==> src/logic/gm_defines.svh <==
`ifndef GM_DEFINES_SVH
`define GM_DEFINES_SVH

// data path
`define GM_DATA_WIDTH 32
`define GM_NUM_ENABLES 4

// DTL command fields
`define GM_ADDR_WIDTH 32
`define GM_BLOCK_WIDTH 5

// global memory, 8192 words
`define GM_MEM_ADDR_WIDTH 13

// highest byte address answered by the memory
`define GM_RANGE_HIGH 32767

// arbiter ports, host and core
`define GM_NUM_PORTS 2

`endif

==> src/logic/gm_pkg.sv <==
`include "gm_defines.svh"
`default_nettype none

package gm_pkg;

	typedef logic [`GM_DATA_WIDTH-1:0] data_t;
	typedef logic [`GM_NUM_ENABLES-1:0] strb_t;

	// number of beats minus one
	typedef logic [`GM_BLOCK_WIDTH-1:0] block_t;

	localparam int OFFSET_WIDTH = $clog2(`GM_NUM_ENABLES);
	localparam int UPPER_WIDTH = `GM_ADDR_WIDTH - `GM_MEM_ADDR_WIDTH - OFFSET_WIDTH;

	typedef struct packed {
		logic [UPPER_WIDTH-1:0] upper;
		logic [`GM_MEM_ADDR_WIDTH-1:0] word;
		logic [OFFSET_WIDTH-1:0] offset;
	} dtl_addr_fields_t;

	// byte address, flat for range checks or split into word index
	typedef union packed {
		logic [`GM_ADDR_WIDTH-1:0] flat;
		dtl_addr_fields_t fields;
	} dtl_addr_u;

endpackage

`default_nettype wire

==> src/logic/dtl_if.sv <==
`timescale 1ns/1ps
`default_nettype none

interface dtl_if;

	// ----------------------------------------
	// command channel
	logic cmd_valid;
	logic cmd_accept;
	logic cmd_read;
	gm_pkg::dtl_addr_u addr;
	gm_pkg::block_t block_size;

	// ----------------------------------------
	// write channel
	logic wr_valid;
	logic wr_accept;
	logic wr_last;
	gm_pkg::strb_t wr_mask;
	gm_pkg::data_t wr_data;

	// ----------------------------------------
	// read channel
	logic rd_valid;
	logic rd_accept;
	logic rd_last;
	gm_pkg::data_t rd_data;

	modport master (
		output cmd_valid, cmd_read, addr, block_size,
		output wr_valid, wr_last, wr_mask, wr_data,
		output rd_accept,
		input cmd_accept, wr_accept, rd_valid, rd_last, rd_data
	);

	modport slave (
		input cmd_valid, cmd_read, addr, block_size,
		input wr_valid, wr_last, wr_mask, wr_data,
		input rd_accept,
		output cmd_accept, wr_accept, rd_valid, rd_last, rd_data
	);

endinterface

`default_nettype wire

==> src/logic/dtl_address_isolator.sv <==
`timescale 1ns/1ps
`include "gm_defines.svh"
`default_nettype none

module dtl_address_isolator (
	input logic clk,
	input logic rst,
	dtl_if.slave up,
	dtl_if.master down
);

	localparam logic [1:0] ST_PASS = 2'd0;
	localparam logic [1:0] ST_SINK_WR = 2'd1;
	localparam logic [1:0] ST_SRC_RD = 2'd2;

	logic [1:0] state;
	gm_pkg::block_t count;
	logic out_of_range;
	logic own;

	assign out_of_range = (up.addr.flat > `GM_ADDR_WIDTH'(`GM_RANGE_HIGH));
	assign own = (state != ST_PASS);

	// ----------------------------------------
	// command, in-range commands go straight through
	assign down.cmd_valid = up.cmd_valid && !out_of_range && !own;
	assign down.cmd_read = up.cmd_read;
	assign down.addr = up.addr;
	assign down.block_size = up.block_size;
	assign up.cmd_accept = own ? 1'b0 : (out_of_range ? up.cmd_valid : down.cmd_accept);

	// write beats are swallowed while the transfer is handled here
	assign down.wr_valid = up.wr_valid && !own;
	assign down.wr_last = up.wr_last;
	assign down.wr_mask = up.wr_mask;
	assign down.wr_data = up.wr_data;
	assign up.wr_accept = (state == ST_SINK_WR) || (!own && down.wr_accept);

	// reads outside the memory return zero
	assign down.rd_accept = up.rd_accept && !own;
	assign up.rd_valid = (state == ST_SRC_RD) || (!own && down.rd_valid);
	assign up.rd_last = own ? ((state == ST_SRC_RD) && (count == '0)) : down.rd_last;
	assign up.rd_data = own ? '0 : down.rd_data;

	always_ff @(posedge clk)
	begin
		if (rst)
		begin
			state <= ST_PASS;
		end
		else
		begin
			case (state)
				ST_PASS:
				begin
					if (up.cmd_valid && out_of_range)
						state <= up.cmd_read ? ST_SRC_RD : ST_SINK_WR;
				end
				ST_SINK_WR:
				begin
					if (up.wr_valid && (count == '0))
						state <= ST_PASS;
				end
				ST_SRC_RD:
				begin
					if (up.rd_accept && (count == '0))
						state <= ST_PASS;
				end
				default:
					state <= ST_PASS;
			endcase
		end
	end

	// beats left in the local transfer
	always_ff @(posedge clk)
	begin
		if (state == ST_PASS)
			count <= up.block_size;
		else if ((state == ST_SINK_WR && up.wr_valid) || (state == ST_SRC_RD && up.rd_accept))
			count <= count - 1'b1;
	end

endmodule

`default_nettype wire

==> src/flat_wrapper.sv <==
// flat-port wrapper written by rule: the top's interface ports become plain ports
module dtl_address_isolator_flat 
  (clk, rst, up_cmd_valid, up_cmd_read, up_addr, up_block_size, up_wr_valid, up_wr_last, up_wr_mask, up_wr_data, up_rd_accept, up_cmd_accept, up_wr_accept, up_rd_valid, up_rd_last, up_rd_data, down_cmd_valid, down_cmd_read, down_addr, down_block_size, down_wr_valid, down_wr_last, down_wr_mask, down_wr_data, down_rd_accept, down_cmd_accept, down_wr_accept, down_rd_valid, down_rd_last, down_rd_data);
  dtl_if up_i ();
  dtl_if down_i ();
  input logic clk;
  input logic rst;
  input wire logic [$bits(up_i.cmd_valid)-1:0] up_cmd_valid;
  input wire logic [$bits(up_i.cmd_read)-1:0] up_cmd_read;
  input wire logic [$bits(up_i.addr)-1:0] up_addr;
  input wire logic [$bits(up_i.block_size)-1:0] up_block_size;
  input wire logic [$bits(up_i.wr_valid)-1:0] up_wr_valid;
  input wire logic [$bits(up_i.wr_last)-1:0] up_wr_last;
  input wire logic [$bits(up_i.wr_mask)-1:0] up_wr_mask;
  input wire logic [$bits(up_i.wr_data)-1:0] up_wr_data;
  input wire logic [$bits(up_i.rd_accept)-1:0] up_rd_accept;
  output wire logic [$bits(up_i.cmd_accept)-1:0] up_cmd_accept;
  output wire logic [$bits(up_i.wr_accept)-1:0] up_wr_accept;
  output wire logic [$bits(up_i.rd_valid)-1:0] up_rd_valid;
  output wire logic [$bits(up_i.rd_last)-1:0] up_rd_last;
  output wire logic [$bits(up_i.rd_data)-1:0] up_rd_data;
  output wire logic [$bits(down_i.cmd_valid)-1:0] down_cmd_valid;
  output wire logic [$bits(down_i.cmd_read)-1:0] down_cmd_read;
  output wire logic [$bits(down_i.addr)-1:0] down_addr;
  output wire logic [$bits(down_i.block_size)-1:0] down_block_size;
  output wire logic [$bits(down_i.wr_valid)-1:0] down_wr_valid;
  output wire logic [$bits(down_i.wr_last)-1:0] down_wr_last;
  output wire logic [$bits(down_i.wr_mask)-1:0] down_wr_mask;
  output wire logic [$bits(down_i.wr_data)-1:0] down_wr_data;
  output wire logic [$bits(down_i.rd_accept)-1:0] down_rd_accept;
  input wire logic [$bits(down_i.cmd_accept)-1:0] down_cmd_accept;
  input wire logic [$bits(down_i.wr_accept)-1:0] down_wr_accept;
  input wire logic [$bits(down_i.rd_valid)-1:0] down_rd_valid;
  input wire logic [$bits(down_i.rd_last)-1:0] down_rd_last;
  input wire logic [$bits(down_i.rd_data)-1:0] down_rd_data;
  assign up_i.cmd_valid = up_cmd_valid;
  assign up_i.cmd_read = up_cmd_read;
  assign up_i.addr = up_addr;
  assign up_i.block_size = up_block_size;
  assign up_i.wr_valid = up_wr_valid;
  assign up_i.wr_last = up_wr_last;
  assign up_i.wr_mask = up_wr_mask;
  assign up_i.wr_data = up_wr_data;
  assign up_i.rd_accept = up_rd_accept;
  assign up_cmd_accept = up_i.cmd_accept;
  assign up_wr_accept = up_i.wr_accept;
  assign up_rd_valid = up_i.rd_valid;
  assign up_rd_last = up_i.rd_last;
  assign up_rd_data = up_i.rd_data;
  assign down_cmd_valid = down_i.cmd_valid;
  assign down_cmd_read = down_i.cmd_read;
  assign down_addr = down_i.addr;
  assign down_block_size = down_i.block_size;
  assign down_wr_valid = down_i.wr_valid;
  assign down_wr_last = down_i.wr_last;
  assign down_wr_mask = down_i.wr_mask;
  assign down_wr_data = down_i.wr_data;
  assign down_rd_accept = down_i.rd_accept;
  assign down_i.cmd_accept = down_cmd_accept;
  assign down_i.wr_accept = down_wr_accept;
  assign down_i.rd_valid = down_rd_valid;
  assign down_i.rd_last = down_rd_last;
  assign down_i.rd_data = down_rd_data;
  dtl_address_isolator u_core (.clk(clk), .rst(rst), .up(up_i), .down(down_i));
endmodule
==> config.mk <==
export PLATFORM = sky130hd
export DESIGN_NAME = dtl_address_isolator_flat
export DESIGN_NICKNAME = d
export VERILOG_FILES = /design/src/logic/gm_pkg.sv /design/src/logic/dtl_if.sv /design/src/logic/dtl_address_isolator.sv /design/src/flat_wrapper.sv
export VERILOG_INCLUDE_DIRS = /design/src /design/src/logic
export SDC_FILE = /design/constraint.sdc
export NUM_CORES = 1
export LEC_CHECK = 0
export BUFFER_PORTS_ARGS = -buffer_cell sky130_fd_sc_hd__buf_2
export CAP_MARGIN = 20
export CORE_AREA = 2 2 89 91
export DETAILED_ROUTE_END_ITERATION = 8
export DIE_AREA = 0 0 91 93
export PLACE_DENSITY = 0.56
export SYNTH_ARGS = -nofsm -noshare
export SYNTH_HDL_FRONTEND = slang
export SYNTH_SLANG_ARGS = --single-unit
==> constraint.sdc <==
create_clock -name clk -period 1.6 [get_ports clk]
set_clock_uncertainty 0.2 [all_clocks]
set_input_delay 0.16 -clock clk [delete_from_list [all_inputs] [get_ports clk]]
set_output_delay 0.16 -clock clk [all_outputs]
set_load 0.03 [all_outputs]
==> After elaboration in Yosys (flattened, before gate mapping) <==
Index checks and enable logic that the tools add are counted.
{ "op_classes": {"add_sub_neg": 1, "n_lt_le_gt_ge": 1, "n_eq_ne": 5, "n_mux": 11, "reduce_logical": 22} }
{ "ops": {"columns": ["op", "count"], "rows": [
  ["$gt 32x15->1 const B", 1],
  ["$mux 32", 1],
  ["$logic_and 1x1->1", 12],
  ["$mux 5", 2],
  ["$mux 2", 4],
  ["$pmux 2 s3", 1],
  ["$logic_not 5->1", 1],
  ["$sub 5x1->5 const B", 1],
  ["$ne 2x2->1 const B", 2],
  ["$reduce_bool 2->1", 2],
  ["$logic_or 1x1->1", 3],
  ["$mux 1", 3],
  ["$reduce_and 3->1", 1],
  ["$eq 2x1->1 const B", 1],
  ["$eq 2x2->1 const B", 1],
  ["$logic_not 1->1", 2],
  ["$logic_not 2->1", 1],
  ["$ne 2x1->1 const B", 1]
]} }
{ "totals": {"reg_bits": 7, "out_inout_bits": 114, "elab_cells": 42} }

==> Depth between registers and ports, before layout <==
{ "depth": {"ltp_word": 5, "mapped_depth": 6, "ltp_nobuf": 6} }

==> Worst setup path after synthesis <==
OpenSTA, ideal clock, no wires.
{ "synth_timing": {"path_kind": "register to output", "start": "register u_core.count[0]", "end": "output port up_rd_last", "arrival_time_ps": 1486, "setup_slack_ps": -246, "stages_incl_launch_ff": 6, "n_path_buf": 0, "path_cell_list": "edfxtp_1 inv_1 ha_1 nor4b_1 mux2i_1 nor2_1"} }
{ "synth_between": {"elab_chain_len": 3} }
{ "synth_lines": {"columns": ["element", "line", "rtl"], "rows": [
  ["from (decl)", "dtl_address_isolator.sv:17", "gm_pkg::block_t count;"],
  ["from (signal assigned)", "dtl_address_isolator.sv:79", "count <= up.block_size;"],
  ["from (signal assigned)", "dtl_address_isolator.sv:81", "count <= count - 1'b1;"],
  ["$logic_not 5->1", "dtl_address_isolator.sv:42", "assign up.rd_last = own ? ((state == ST_SRC_RD) && (count == '0)) : down.rd_last;"],
  ["$logic_and 1x1->1", "dtl_address_isolator.sv:42", null],
  ["$mux 1", "dtl_address_isolator.sv:42", null],
  ["to (decl)", "flat_wrapper.sv:20", "output wire logic [$bits(up_i.rd_last)-1:0] up_rd_last;"]
]} }
No other way between the ends.

==> Worst setup path after layout <==
{ "layout_timing": {"start": "input port up_addr[29]", "end": "output port up_cmd_accept"} }
{ "layout_between": {"elab_chain_len": 3} }
{ "layout_lines": {"columns": ["element", "line", "rtl"], "rows": [
  ["from (decl)", "flat_wrapper.sv:10", "input wire logic [$bits(up_i.addr)-1:0] up_addr;"],
  ["$gt 32x15->1", "dtl_address_isolator.sv:21", "assign out_of_range = (up.addr.flat > `GM_ADDR_WIDTH'(`GM_RANGE_HIGH));"],
  ["$mux 1 (2 in a row)", "dtl_address_isolator.sv:30", "assign up.cmd_accept = own ? 1'b0 : (out_of_range ? up.cmd_valid : down.cmd_accept);"],
  ["to (decl)", "flat_wrapper.sv:17", "output wire logic [$bits(up_i.cmd_accept)-1:0] up_cmd_accept;"]
]} }
No other way between the ends.

==> results.sh <==
export IMPL_violations="setup timing"
export IMPL_dr_pass1_iters=2
export IMPL_port_buffers=125
export IMPL_synthTopCellsByArea="buf_4 (44%), and2_1 (16%), edfxtp_1 (12%)"
export IMPL_detail_route_antenna_nets=0
export IMPL_ys_types=27
export IMPL_clk_path_buf_depth=2
export IMPL_synth_top_area_share=0.436
export IMPL_grt_pass1_wl_microns=6180
export IMPL_synth_seq_cells=7
export IMPL_grt_pass1_vias=1309
export IMPL_h_tree_depth=1
export IMPL_power_leakage_nw=1.18
export IMPL_p_total_mw=1.97
export IMPL_relSlewSlack=0.778
export IMPL_numCtsBuffers=3
export IMPL_gp_congestion=0.698
export IMPL_core_rowCount=32
export IMPL_die_w_microns=91
export IMPL_timing_final_ws_setup_ps=-244
export IMPL_n_antenna_cell=0
export IMPL_syn_area_sq_um=1290
export IMPL_final_net_count=374
export IMPL_postLayoutCoreUtil=0.310
export IMPL_path_clk_slew_ps=40
export IMPL_totalWireLength_microns=4290
export IMPL_layout_commonest_cell="buf_2"
export IMPL_final_max_slew_viol_count=0
export IMPL_power_density_nw_per_um2=847
export IMPL_design_core_area_sq_um=7530
export IMPL_vias=1315
export IMPL_drive_gt1_frac=0.831
export IMPL_setup_viol=35
export IMPL_area_growth_pct=80.8
export IMPL_wire_per_inst_microns=12.0
export IMPL_fill_cells=832
export IMPL_antenna_found_initial=0
export IMPL_fp_dieArea_sq_um=8460
export IMPL_grt_use_total=0.0922
export IMPL_finalSetupTns_ps=-2430
export IMPL_multiInputGateArea_sq_um=674
export IMPL_die_h_microns=93
export IMPL_cp_max_fo=3
export IMPL_start_kind="input pin"
export IMPL_drc=0
export IMPL_globalRouteOverflowTotal=0
export IMPL_cts_num_sinks=7
export IMPL_dp_hpwl_microns=2910
export IMPL_max_freq_mhz=542
export IMPL_cap_violations=0
export IMPL_place_area_sq_um=1630
export IMPL_worst_pin_slew_ps=330
export IMPL_end_kind="primary output"
export IMPL_final_seq_area_sq_um=193
export IMPL_post_place_ws_ps=-427
export IMPL_clk_insertion_delay_late_ps=220
export IMPL_post_route_period_util=1.15
export IMPL_final_hold_viol_count=0
export IMPL_grt_max_degree=9
export IMPL_hold_class="in2reg"
export IMPL_crit_required_ps=1240
export IMPL_fin_area_sq_um=2330
export IMPL_synth_warnings=0
export IMPL_crit_type="in2out"
export IMPL_synth_top_cell_by_area="buf_4"
export IMPL_avgSynthCellArea_sq_um=7.54
export IMPL_io_pins=230
export IMPL_viasPerCell=3.68
export IMPL_arrival_ps=1480
export IMPL_status="finished with violations"
export IMPL_syn_num_nets=289
export IMPL_root_buffer="clkbuf_8"
export IMPL_ys_seq_area_frac=0.147
export IMPL_rsz0062_at_grt="yes"
export IMPL_drt_first_iter_violations=21
export IMPL_ir_worst_vdd_mv=0.253
export IMPL_initial_core_util=0.171
export IMPL_final_cell_mix="buf_2 (86), buf_6 (38), and2_4 (32), buf_4 (25), nor2_1 (8)"
export IMPL_synthCells=171
export IMPL_finalCriticalPeriod_ps=1840
export IMPL_cts_tree="yes"
final cells by class:
class,count,share of cell area
clock buffer,4,0.0193
inverter,3,0.00483
multi-input combinational,80,0.289
sequential,7,0.0826
tap,102,0.0547
timing repair buffer,161,0.549
logic make-up after synthesis:
family / Yosys count / synth area share
XOR/XNOR: 3 / 0.0204
AO/OA/AOI/OAI: 7 / 0.0330
adder cells (fa/ha/maj): 2 / 0.0194
flip-flops: 7 / 0.147
AND/OR/NAND/NOR: 65 / 0.291
multiplexers: 3 / 0.0242
buffers and inverters: 84 / 0.465
what timing repair did:
| action | 4_1_cts | 5_1_grt |
|---|---|---|
| gates resized for setup | 123 | 16 |
| hold buffers | 2 | 0 |
| cloned | 5 | 0 |
| hold endpoints to repair | 2 | 0 |
| setup buffers | 14 | 3 |
| setup endpoints to repair | 35 | 42 |
| pin swaps | 36 | 9 |
worst paths after layout:
path | from | to | slack (ps) | cells past startpoint
max | up_addr[29] | up_cmd_accept | -240 | 7
min | up_block_size[0] | u_core.count[0] | 40 | 3
max reg2reg | u_core.count[0] | u_core.count[3] | 20 | 5
min reg2reg | u_core.state[1] | u_core.state[1] | 430 | 3
worst max-delay path, cell delays in order:
cell and delay [ps]:
buf_8 100, nor4_4 250, buf_4 140, nand4_1 130
nor4_4 280, mux2i_4 290, buf_6 150
per-layer routing:
layer | vias to the layer above | global-route usage | routed length (microns)
met5 | - | 0 | 0
met4 | 0 | 0.0379 | 108
met2 | 80 | 0.166 | 2210
met1 | 585 | 0.0996 | 1620
li1 | 636 | - | -
met3 | 14 | 0.0298 | 362
sequential cells by signal, indices dropped and copies added (netlist names):
name and flops:
u_core.count 5, u_core.state 2
cell usage after synthesis:
library cell	number
mux2_2	1
and2_1	34
inv_1	3
a21oi_1	1
nor4_4	1
xnor2_1	1
clkbuf_1	4
buf_4	75
nor2b_1	1
nand3_1	2
nand2b_1	1
ha_1	2
o41ai_1	2
dfxtp_1	2
buf_2	2
xor2_1	2
o21ai_0	4
nor4b_1	1
edfxtp_1	5
nor2_2	1
and3_1	1
nand4_1	1
mux2i_1	2
nor2_1	9
nor3_1	1
nand2_1	9
nor4_1	3
metrics by stage:
stage / instances / hold WS (ps)
3_3_place_gp: 334 / 120
5_1_grt: 357 / 53.1
4_1_cts: 358 / 40.8
6_report: 357 / 37.7
2_1_floorplan: 171 / 64.4
3_5_place_dp: 334 / 120
power breakdown:
part	internal, mW	switching (mW)	total [mW]
clock network	0.172	0.0730	0.245
logic	0.764	0.675	1.44
registers	0.248	0.0415	0.290
Power figures use the tool's default switching activity.
