File: src/logic/gm_defines.svh
`ifndef GM_DEFINES_SVH
`define GM_DEFINES_SVH

// data path
`define GM_DATA_WIDTH 32
`define GM_NUM_ENABLES 4

// DTL command fields
`define GM_ADDR_WIDTH 32
`define GM_BLOCK_WIDTH 5

// global memory, 8192 words
`define GM_MEM_ADDR_WIDTH 13

// highest byte address answered by the memory
`define GM_RANGE_HIGH 32767

// arbiter ports, host and core
`define GM_NUM_PORTS 2

`endif

File: src/logic/gm_pkg.sv
`include "gm_defines.svh"
`default_nettype none

package gm_pkg;

	typedef logic [`GM_DATA_WIDTH-1:0] data_t;
	typedef logic [`GM_NUM_ENABLES-1:0] strb_t;

	// number of beats minus one
	typedef logic [`GM_BLOCK_WIDTH-1:0] block_t;

	localparam int OFFSET_WIDTH = $clog2(`GM_NUM_ENABLES);
	localparam int UPPER_WIDTH = `GM_ADDR_WIDTH - `GM_MEM_ADDR_WIDTH - OFFSET_WIDTH;

	typedef struct packed {
		logic [UPPER_WIDTH-1:0] upper;
		logic [`GM_MEM_ADDR_WIDTH-1:0] word;
		logic [OFFSET_WIDTH-1:0] offset;
	} dtl_addr_fields_t;

	// byte address, flat for range checks or split into word index
	typedef union packed {
		logic [`GM_ADDR_WIDTH-1:0] flat;
		dtl_addr_fields_t fields;
	} dtl_addr_u;

endpackage

`default_nettype wire

File: src/logic/dtl_if.sv
`timescale 1ns/1ps
`default_nettype none

interface dtl_if;

	// ----------------------------------------
	// command channel
	logic cmd_valid;
	logic cmd_accept;
	logic cmd_read;
	gm_pkg::dtl_addr_u addr;
	gm_pkg::block_t block_size;

	// ----------------------------------------
	// write channel
	logic wr_valid;
	logic wr_accept;
	logic wr_last;
	gm_pkg::strb_t wr_mask;
	gm_pkg::data_t wr_data;

	// ----------------------------------------
	// read channel
	logic rd_valid;
	logic rd_accept;
	logic rd_last;
	gm_pkg::data_t rd_data;

	modport master (
		output cmd_valid, cmd_read, addr, block_size,
		output wr_valid, wr_last, wr_mask, wr_data,
		output rd_accept,
		input cmd_accept, wr_accept, rd_valid, rd_last, rd_data
	);

	modport slave (
		input cmd_valid, cmd_read, addr, block_size,
		input wr_valid, wr_last, wr_mask, wr_data,
		input rd_accept,
		output cmd_accept, wr_accept, rd_valid, rd_last, rd_data
	);

endinterface

`default_nettype wire

File: src/logic/dtl_sram_controller.sv
`timescale 1ns/1ps
`include "gm_defines.svh"
`default_nettype none

module dtl_sram_controller (
	input logic clk,
	input logic rst,
	dtl_if.slave bus,
	output logic [`GM_MEM_ADDR_WIDTH-1:0] ram_addr,
	output gm_pkg::data_t ram_wr_data,
	output gm_pkg::strb_t ram_wbe,
	input gm_pkg::data_t ram_rd_data
);

	localparam logic [1:0] ST_IDLE = 2'd0;
	localparam logic [1:0] ST_WRITE = 2'd1;
	localparam logic [1:0] ST_READ = 2'd2;

	logic [1:0] state;
	logic [`GM_MEM_ADDR_WIDTH-1:0] addr_q;
	gm_pkg::block_t beats;
	logic rd_valid_q;
	logic wr_beat;
	logic rd_beat;
	logic last_beat;

	assign wr_beat = (state == ST_WRITE) && bus.wr_valid;
	assign rd_beat = rd_valid_q && bus.rd_accept;
	assign last_beat = (beats == '0);

	// ----------------------------------------
	// DTL side
	assign bus.cmd_accept = (state == ST_IDLE);
	assign bus.wr_accept = (state == ST_WRITE);
	assign bus.rd_valid = rd_valid_q;
	assign bus.rd_last = rd_valid_q && last_beat;
	assign bus.rd_data = ram_rd_data;

	// ----------------------------------------
	// RAM side
	// look one word ahead when a read beat is taken, otherwise hold
	// the address so the registered output stays put
	assign ram_addr = rd_beat ? addr_q + 1'b1 : addr_q;
	assign ram_wr_data = bus.wr_data;
	assign ram_wbe = wr_beat ? bus.wr_mask : '0;

	always_ff @(posedge clk)
	begin
		if (rst)
		begin
			state <= ST_IDLE;
			rd_valid_q <= 1'b0;
		end
		else
		begin
			case (state)
				ST_IDLE:
				begin
					if (bus.cmd_valid)
						state <= bus.cmd_read ? ST_READ : ST_WRITE;
				end
				ST_WRITE:
				begin
					if (wr_beat && last_beat)
						state <= ST_IDLE;
				end
				ST_READ:
				begin
					if (rd_beat && last_beat)
					begin
						state <= ST_IDLE;
						rd_valid_q <= 1'b0;
					end
					else
					begin
						rd_valid_q <= 1'b1;
					end
				end
				default:
					state <= ST_IDLE;
			endcase
		end
	end

	// word address and beat count, loaded with the command
	always_ff @(posedge clk)
	begin
		if (state == ST_IDLE && bus.cmd_valid)
		begin
			addr_q <= bus.addr.fields.word;
			beats <= bus.block_size;
		end
		else if (wr_beat || rd_beat)
		begin
			addr_q <= addr_q + 1'b1;
			beats <= beats - 1'b1;
		end
	end

endmodule

`default_nettype wire

File: src/flat_wrapper.sv
// flat-port wrapper written by rule: the top's interface ports become plain ports
module dtl_sram_controller_flat 
  (clk, rst, ram_addr, ram_wr_data, ram_wbe, ram_rd_data, bus_cmd_valid, bus_cmd_read, bus_addr, bus_block_size, bus_wr_valid, bus_wr_last, bus_wr_mask, bus_wr_data, bus_rd_accept, bus_cmd_accept, bus_wr_accept, bus_rd_valid, bus_rd_last, bus_rd_data);
  dtl_if bus_i ();
  input logic clk;
  input logic rst;
  output logic [`GM_MEM_ADDR_WIDTH-1:0] ram_addr;
  output gm_pkg::data_t ram_wr_data;
  output gm_pkg::strb_t ram_wbe;
  input gm_pkg::data_t ram_rd_data;
  input wire logic [$bits(bus_i.cmd_valid)-1:0] bus_cmd_valid;
  input wire logic [$bits(bus_i.cmd_read)-1:0] bus_cmd_read;
  input wire logic [$bits(bus_i.addr)-1:0] bus_addr;
  input wire logic [$bits(bus_i.block_size)-1:0] bus_block_size;
  input wire logic [$bits(bus_i.wr_valid)-1:0] bus_wr_valid;
  input wire logic [$bits(bus_i.wr_last)-1:0] bus_wr_last;
  input wire logic [$bits(bus_i.wr_mask)-1:0] bus_wr_mask;
  input wire logic [$bits(bus_i.wr_data)-1:0] bus_wr_data;
  input wire logic [$bits(bus_i.rd_accept)-1:0] bus_rd_accept;
  output wire logic [$bits(bus_i.cmd_accept)-1:0] bus_cmd_accept;
  output wire logic [$bits(bus_i.wr_accept)-1:0] bus_wr_accept;
  output wire logic [$bits(bus_i.rd_valid)-1:0] bus_rd_valid;
  output wire logic [$bits(bus_i.rd_last)-1:0] bus_rd_last;
  output wire logic [$bits(bus_i.rd_data)-1:0] bus_rd_data;
  assign bus_i.cmd_valid = bus_cmd_valid;
  assign bus_i.cmd_read = bus_cmd_read;
  assign bus_i.addr = bus_addr;
  assign bus_i.block_size = bus_block_size;
  assign bus_i.wr_valid = bus_wr_valid;
  assign bus_i.wr_last = bus_wr_last;
  assign bus_i.wr_mask = bus_wr_mask;
  assign bus_i.wr_data = bus_wr_data;
  assign bus_i.rd_accept = bus_rd_accept;
  assign bus_cmd_accept = bus_i.cmd_accept;
  assign bus_wr_accept = bus_i.wr_accept;
  assign bus_rd_valid = bus_i.rd_valid;
  assign bus_rd_last = bus_i.rd_last;
  assign bus_rd_data = bus_i.rd_data;
  dtl_sram_controller u_core (.clk(clk), .rst(rst), .bus(bus_i), .ram_addr(ram_addr), .ram_wr_data(ram_wr_data), .ram_wbe(ram_wbe), .ram_rd_data(ram_rd_data));
endmodule
File: config.mk
export PLATFORM = sky130hd
export DESIGN_NAME = dtl_sram_controller_flat
export DESIGN_NICKNAME = d
export VERILOG_FILES = /design/src/logic/gm_pkg.sv /design/src/logic/dtl_if.sv /design/src/logic/dtl_sram_controller.sv /design/src/flat_wrapper.sv
export VERILOG_INCLUDE_DIRS = /design/src /design/src/logic
export SDC_FILE = /design/constraint.sdc
export NUM_CORES = 1
export LEC_CHECK = 0
export BUFFER_PORTS_ARGS = -buffer_cell sky130_fd_sc_hd__buf_4
export CAP_MARGIN = 20
export CORE_UTILIZATION = 25
export CTS_CLUSTER_DIAMETER = 200
export DETAILED_ROUTE_END_ITERATION = 10
export HOLD_SLACK_MARGIN = 0.12
export SETUP_SLACK_MARGIN = 0.4
export SYNTH_ARGS = -nofsm -noshare
export SYNTH_HDL_FRONTEND = slang
export SYNTH_SLANG_ARGS = --single-unit
File: constraint.sdc
create_clock -name clk -period 2.3 [get_ports clk]
set_input_delay 0.23 -clock clk [delete_from_list [all_inputs] [get_ports clk]]
set_output_delay 0.23 -clock clk [all_outputs]
set_load 0.01 [all_outputs]
---- Yosys cells after proc, flatten, opt, wreduce, memory -nomap -nowiden ----
Index checks and enable logic that the tools add are counted.
operators by class
  equal/unequal tests ..................... 5
  mux-type cells .......................... 12
  reductions and logical operators ........ 11
  add/subtract/negate cells ............... 2
operator list
  kind                     number
  $mux W13                 3
  $add A13 B1 Y13 const B  1
  $mux W5                  2
  $mux W2                  4
  $logic_and A1 B1 Y1      6
  $pmux W2 S3              1
  $logic_not A5 Y1         1
  $sub A5 B1 Y5 const B    1
  $mux W4                  1
  $ne A2 B1 Y1 const B     2
  $reduce_and A3 Y1        1
  $eq A2 B1 Y1 const B     1
  $eq A2 B2 Y1 const B     1
  $logic_not A2 Y1         1
  $ne A2 B2 Y1 const B     1
  $reduce_bool A2 Y1       1
  $logic_or A1 B1 Y1       1
  $mux W1                  1
storage, ports and cells
  input bits .............................. 112
  word-level logic and storage cells ...... 34
  flip-flop bits (word level) ............. 21

---- Depth between registers and ports, before layout ----
Gate-level depths: netlist of the first run.
  depth after elaboration ................. 5
  gate-level depth with buffers ........... 6
  depth with buffers taken out ............ 6

---- Worst setup path before layout of the first run ----
Ideal clock, no wire load.
  kind .................................... register to output
  start ................................... register u_core.addr_q[0]
  end ..................................... output port ram_addr[12]
  cell stages (with the launch flop) ...... 6
  data required time ...................... 2.070 ns
  setup slack ............................. 0.504 ns
  data arrival time ....................... 1.566 ns
  path through ............................ edfxtp_1 ha_1 nand2_1 or2_1 nor4_2 xor2_1
between the ends
  cells in the longest elaborated chain, start to end .. 2
ends and longest elaborated chain
  element                 line                       source
  start, declared         dtl_sram_controller.sv:20  logic [`GM_MEM_ADDR_WIDTH-1:0] addr_q;
  start signal, assigned  dtl_sram_controller.sv:90  addr_q <= bus.addr.fields.word;
  start signal, assigned  dtl_sram_controller.sv:95  addr_q <= addr_q + 1'b1;
  $add A13 B1 Y13         dtl_sram_controller.sv:43  assign ram_addr = rd_beat ? addr_q + 1'b1 : addr_q;
  $mux W13                dtl_sram_controller.sv:43
  end, declared           flat_wrapper.sv:7          output logic [`GM_MEM_ADDR_WIDTH-1:0] ram_addr;
Every way passes these cells.

---- Worst setup path in the final report of the first run ----
  start ................................... register u_core.addr_q[3]
  end ..................................... output port ram_addr[11]
Same word-level chain as after synthesis.

==> impl_metrics.ini, run 1 <==
[floorplanning]
floorplan.initialDensity = 0.261
die-area_sq_um = 8000
die_w_um = 89.4
coreArea_sq_um = 7330
row_count = 31
die_y_um = 89.4
pin_count = 197

[drt]
wl_per_cell_um = 13.0
drc = 0
final_antenna_net_count = 0
vias = 1347
drt-pass1-iter-count = 4
vias_per_cell = 4.24
wl_um = 4120
dr.first_iter.drc_count = 29

[timing]
worst_slew_pin_slew_ns = 0.445
post-route-period-util = 0.854
setup_violations = 0
fin_crit_ns = 1.96
relSlewSlack = 0.704
max_freq_ghz = 0.509
fin_setup_tns_ns = 0
finalHoldViolations = 0
rsz0062_at_grt = true
setup_slack_ns = 0.335
final_max_slew_viol_count = 0
clock_skew_ns = 0.00712

[placement]
dpl_cell_area_sq_um = 1900
dp_hpwl_um = 2930
place_inst = 295
gp_congestion = 0.715
dp_slack_ns = 0.341
portBuffers = 48

[clocking]
cts_tree = done
cts_made_buffers = 3
cts_root_buf = clkbuf_8
insertion_delay_ns = 0.26
cts.clk_slew.worst_paths_ns = 0.09
cts-htree-levels = 1
clock-sinks = 21
clockBufferDepth = 2

[global_routing]
grt_pass1_wl_um = 5820
antenna_found_initial = 0
grt_pass1_vias = 1208
track_usage = 0.0985
gr-total-overflow = 0
grt_max_degree = 35

[pwr]
power.leakage_nw = 0.898
p_per_area_nw_per_um2 = 603
peakVddDrop_mv = 0.235

[logic_synthesis]
yosysMostFrequentCell = buf_4
synth-edff-count = 18
yosys.area_share.simple = 0.204
ys_ff_latch = 21
yosysTopAreaCellShare = 0.283
synth_cell_types = 35
synth_compound_area_frac = 0.0589
ys_warn_count = 0
synth_async_sr_flop_share = 0
synth_xor_area_frac = 0.115
syn_area_sq_um = 1910
ys.flop_type = edfxtp_1
synth_fa_ha_area_frac = 0.0131
syn_inst = 216
synth_area_leader_cell = edfxtp_1
synth-seq-area-share = 0.314
muxShareOfSynthArea = 0.0177
synth_area_per_cell_sq_um = 8.85
synth_common_cells = 65 x buf_4, 20 x nand2_1, 18 x edfxtp_1
syn_nets = 330
synth_top_family_by_area = buffers and inverters
synth.area.top_cells = edfxtp_1 28%, buf_4 26%, xor2_1 6.4%

[layout]
fin_area_sq_um = 2170
n_antenna_cell = 0
final_util = 0.296
area.growth.synth_to_final_pct = 13.6
drive_gt1_frac = 0.438
nets = 334
stdcell_count = 318

[worst_hold_path]
hold_class = in -> reg

[run_status]
status = completed

[critical_path]
crit_path_start_kind = flip-flop
cp-end-kind = output pin
crit_fanout = 4
crit_arrival_ns = 1.73
critical_path_required_ns = 2.07
crit_type = reg -> out

[flow_run]
cap_violations = 0
final cells by class:
| class | instances | area, sq um |
|---|---|---|
| well taps | 99 | 124 |
| inverters | 4 | 15.0 |
| clock inverters | 1 | 5.00 |
| flip-flops and latches | 21 | 602 |
| fillers | 793 | 5160 |
| multi-input cells | 120 | 853 |
| repair buffers | 70 | 529 |
| clock buffers | 3 | 41.3 |
critical path: stages, from the launching register on:
cell	delay (ns)
edfxtp_1	0.42
nand2_2	0.07
or3_4	0.44
nor3_2	0.14
xor2_1	0.23
buf_4	0.16
state kept, by name (all words and copies together) (netlist names):
register / count
u_core.addr_q: 13
u_core.beats: 5
u_core.bus.rd_valid: 1
u_core.state: 2
path summary, 6_finish.rpt:
check	slack (ns)	startpoint	depth (start not counted)	endpoint
max	0.34	u_core.addr_q[3]	5	ram_addr[11]
min reg2reg	0.50	u_core.state[1]	1	u_core.state[0]
min	0.14	rst	2	u_core.bus.rd_valid
max reg2reg	0.58	u_core.state[0]	3	u_core.beats[2]
stage by stage:
stage / power (mW) / hold slack [ns]
detailed placement: 0.969 / 0.417
floorplan: 0.914 / 0.302
global route: 1.40 / 0.134
finish: 1.31 / 0.135
global placement: 0.958 / 0.418
CTS: 1.27 / 0.127
routing by layer:
| layer | routed length [um] | GRT usage |
|---|---|---|
| met5 | 0 | 0 |
| met4 | 92 | 0.0447 |
| met3 | 314 | 0.0342 |
| met2 | 2040 | 0.167 |
| met1 | 1670 | 0.111 |
kinds of logic (layout without fill, tap and decap cells):
kind of cell,after synthesis,in the layout
compound gates,21,21
xor+xnor,25,25
fa+ha+maj,2,2
buf+inv,75,78
flops,21,21
mux,3,3
simple gates,69,69
layout by cell type, fill, tap and decap left out, types with 2 or more instances in the layout:
cell type  netlist  layout
o21ai_1          3       3
inv_1            4       4
nor2_4           0       2
nor3_2           3       2
clkbuf_8         0       3
buf_4           65      69
nand2_4          0       2
a21oi_1          2       2
nor2_1          12      10
and3_1           4       4
dfxtp_1          3       2
nor3_1           8       8
and2_1           3       3
o21ai_0         13      13
mux2_2           3       3
xnor2_1         11      11
nor2b_1          2       2
nand2_1         20      19
nand3_1          5       4
xor2_1          14      14
edfxtp_1        18      18
power by group:
group	total [mW]	leakage (nW)	internal, mW	switching, mW
registers	0.565	0.201	0.500	0.0646
clock network	0.253	0.0255	0.121	0.132
logic	0.492	0.671	0.261	0.231
total	1.31	0.898	0.882	0.427
timing repair:
action / in CTS / in global routing
gates resized for setup: 13 / 4
buffers inserted: 5 / 14
pin swaps: 7 / 9
hold buffers: 0 / 0
endpoints found under the setup margin: 26 / 8
Power figures use the tool's default switching activity.
==> inputs of run 2 (changes only) <==
Settings changed: CORE_MARGIN from default to 5.
==> impl_metrics.ini, run 2 (synthesis gave the netlist of run 1 again) <==
[timing]
finalHoldViolations = 0
worst_slew_pin_slew_ns = 0.469
rsz0062_at_grt = true
setup_violations = 0
max_freq_ghz = 0.505
post-route-period-util = 0.862
fin_crit_ns = 1.98
relSlewSlack = 0.687
clock_skew_ns = 0.00877
setup_slack_ns = 0.318
final_max_slew_viol_count = 0
fin_setup_tns_ns = 0
hold_ws_ns = 0.133

[floorplanning]
coreArea_sq_um = 7330
die_y_um = 97.4
row_count = 31
floorplan.initialDensity = 0.261
pin_count = 197
die-area_sq_um = 9490
die_w_um = 97.4

[placement]
portBuffers = 48
gp_congestion = 0.772
dp_hpwl_um = 3170
dp_slack_ns = 0.304
dpl_cell_area_sq_um = 1900

[clocking]
hold_buffers = 0
cts-htree-levels = 1
insertion_delay_ns = 0.26
cts_root_buf = clkbuf_8
cts.clk_slew.worst_paths_ns = 0.09
clockBufferDepth = 2
cts_made_buffers = 3
cts_tree = done
clock-sinks = 21

[critical_path]
reg2reg_slack_ns = 0.57
critPathSlowestCell = or3_4
crit_fanout = 5
cp-end-kind = output pin
crit_path_start_kind = flip-flop
reg2reg_depth = 3
critical_path_required_ns = 2.07
r2r-end = u_core.addr_q[11]
cpPeakStageDelay_ns = 0.46
rr_startpoint = u_core.state[0]
crit_arrival_ns = 1.75
crit_type = reg -> out
path_cells = nand2_2, or3_4, buf_4, nor2_4, xor2_1, buf_4
crit_top_cell = buf_4

[layout]
nets = 335
final_util = 0.300
drive_gt1_frac = 0.441
final_common_cell = buf_4
top_register = u_core.addr_q
n_antenna_cell = 0
regArea_sq_um = 604
area.growth.synth_to_final_pct = 14.9
fin_area_sq_um = 2200
multi_input_comb_area_sq_um = 875
fill_cells = 768
top_regs = u_core.addr_q x13, u_core.beats x5, u_core.state x2
largest_reg_flops = 13
final_cell_mix = 71 x buf_4, 19 x nand2_1, 18 x edfxtp_1

[drt]
vias_per_cell = 4.18
final_antenna_net_count = 0
drc = 0
wl_um = 4390
drt-pass1-iter-count = 4
dr.first_iter.drc_count = 49
wl_per_cell_um = 13.8
vias = 1334

[run_status]
status = completed

[global_routing]
grt_max_degree = 35
grt_pass1_vias = 1354
antenna_found_initial = 0
grt_pass1_wl_um = 6750
gr-total-overflow = 0
track_usage = 0.0868

[pwr]
p_per_area_nw_per_um2 = 595
peakVddDrop_mv = 0.287
power.leakage_nw = 0.917

[worst_hold_path]
whs_endpoint = u_core.bus.rd_valid
min_path_cells = 2
hold_class = in -> reg
min_from = rst

[flow_run]
cap_violations = 0
## run 2: cell count changes in the layout (fill, tap and decap cells not counted)
cell,delta
nor3_4,+2
buf_6,-1
nor2_4,-1
nand2_8,+1
nor2_2,+1
nand2_4,-1
dfxtp_4,+1
dfxtp_2,-1
nor3_1,-1
clkinv_2,-1
clkbuf_1,+1
buf_4,+2
nor3_2,-1
## run 2: final cells by class
type | instances | share of cell area
Tap cell | 99 | 0.0564
Sequential cell | 21 | 0.275
Timing Repair Buffer | 71 | 0.243
Clock buffer | 4 | 0.0205
Inverter | 4 | 0.00684
Multi-Input combinational cell | 120 | 0.398
## run 2: report_power, final
part	internal (mW)	switching, mW
clock network	0.124	0.128
logic	0.253	0.236
registers	0.500	0.0656
## run 2: what timing repair did
| item | in CTS | in global routing |
|---|---|---|
| endpoints found under the setup margin | 27 | 9 |
| resized for setup | 11 | 9 |
| setup buffers | 10 | 10 |
| pin swaps | 7 | 5 |
## run 2: through the flow
| step | power (mW) | instances |
|---|---|---|
| 6_report | 1.31 | 319 |
| 2_1_floorplan | 0.914 | 216 |
| 3_3_place_gp | 0.961 | 295 |
| 3_5_place_dp | 0.974 | 295 |
| 5_1_grt | 1.39 | 319 |
| 4_1_cts | 1.29 | 309 |
## run 2: worst max path at each step
stage,start,end,cells after the start
finish,u_core.addr_q[3],ram_addr[8],6
global route,u_core.addr_q[5],ram_addr[10],5
CTS,u_core.addr_q[0],ram_addr[12],6
detailed placement,u_core.state[0],u_core.addr_q[5],3
global placement,u_core.addr_q[0],ram_addr[12],6
floorplan,u_core.addr_q[0],ram_addr[12],5
## run 2: critical path: cells and delay by family, from the launching register on
kind                      cells  cell delay, ns
buffers and inverters         2            0.32
xor gates and xnor gates      1            0.16
DFF                           1            0.40
and+or+nand+nor               3            0.60
## run 2: routing by layer
layer,share of wire,track usage,vias to the layer above,routed length [um]
met5,0,0,-,0
met4,0.033,0.0373,0,147
met3,0.081,0.0330,20,357
met2,0.48,0.147,48,2130
met1,0.40,0.0972,601,1760
li1,-,-,665,-
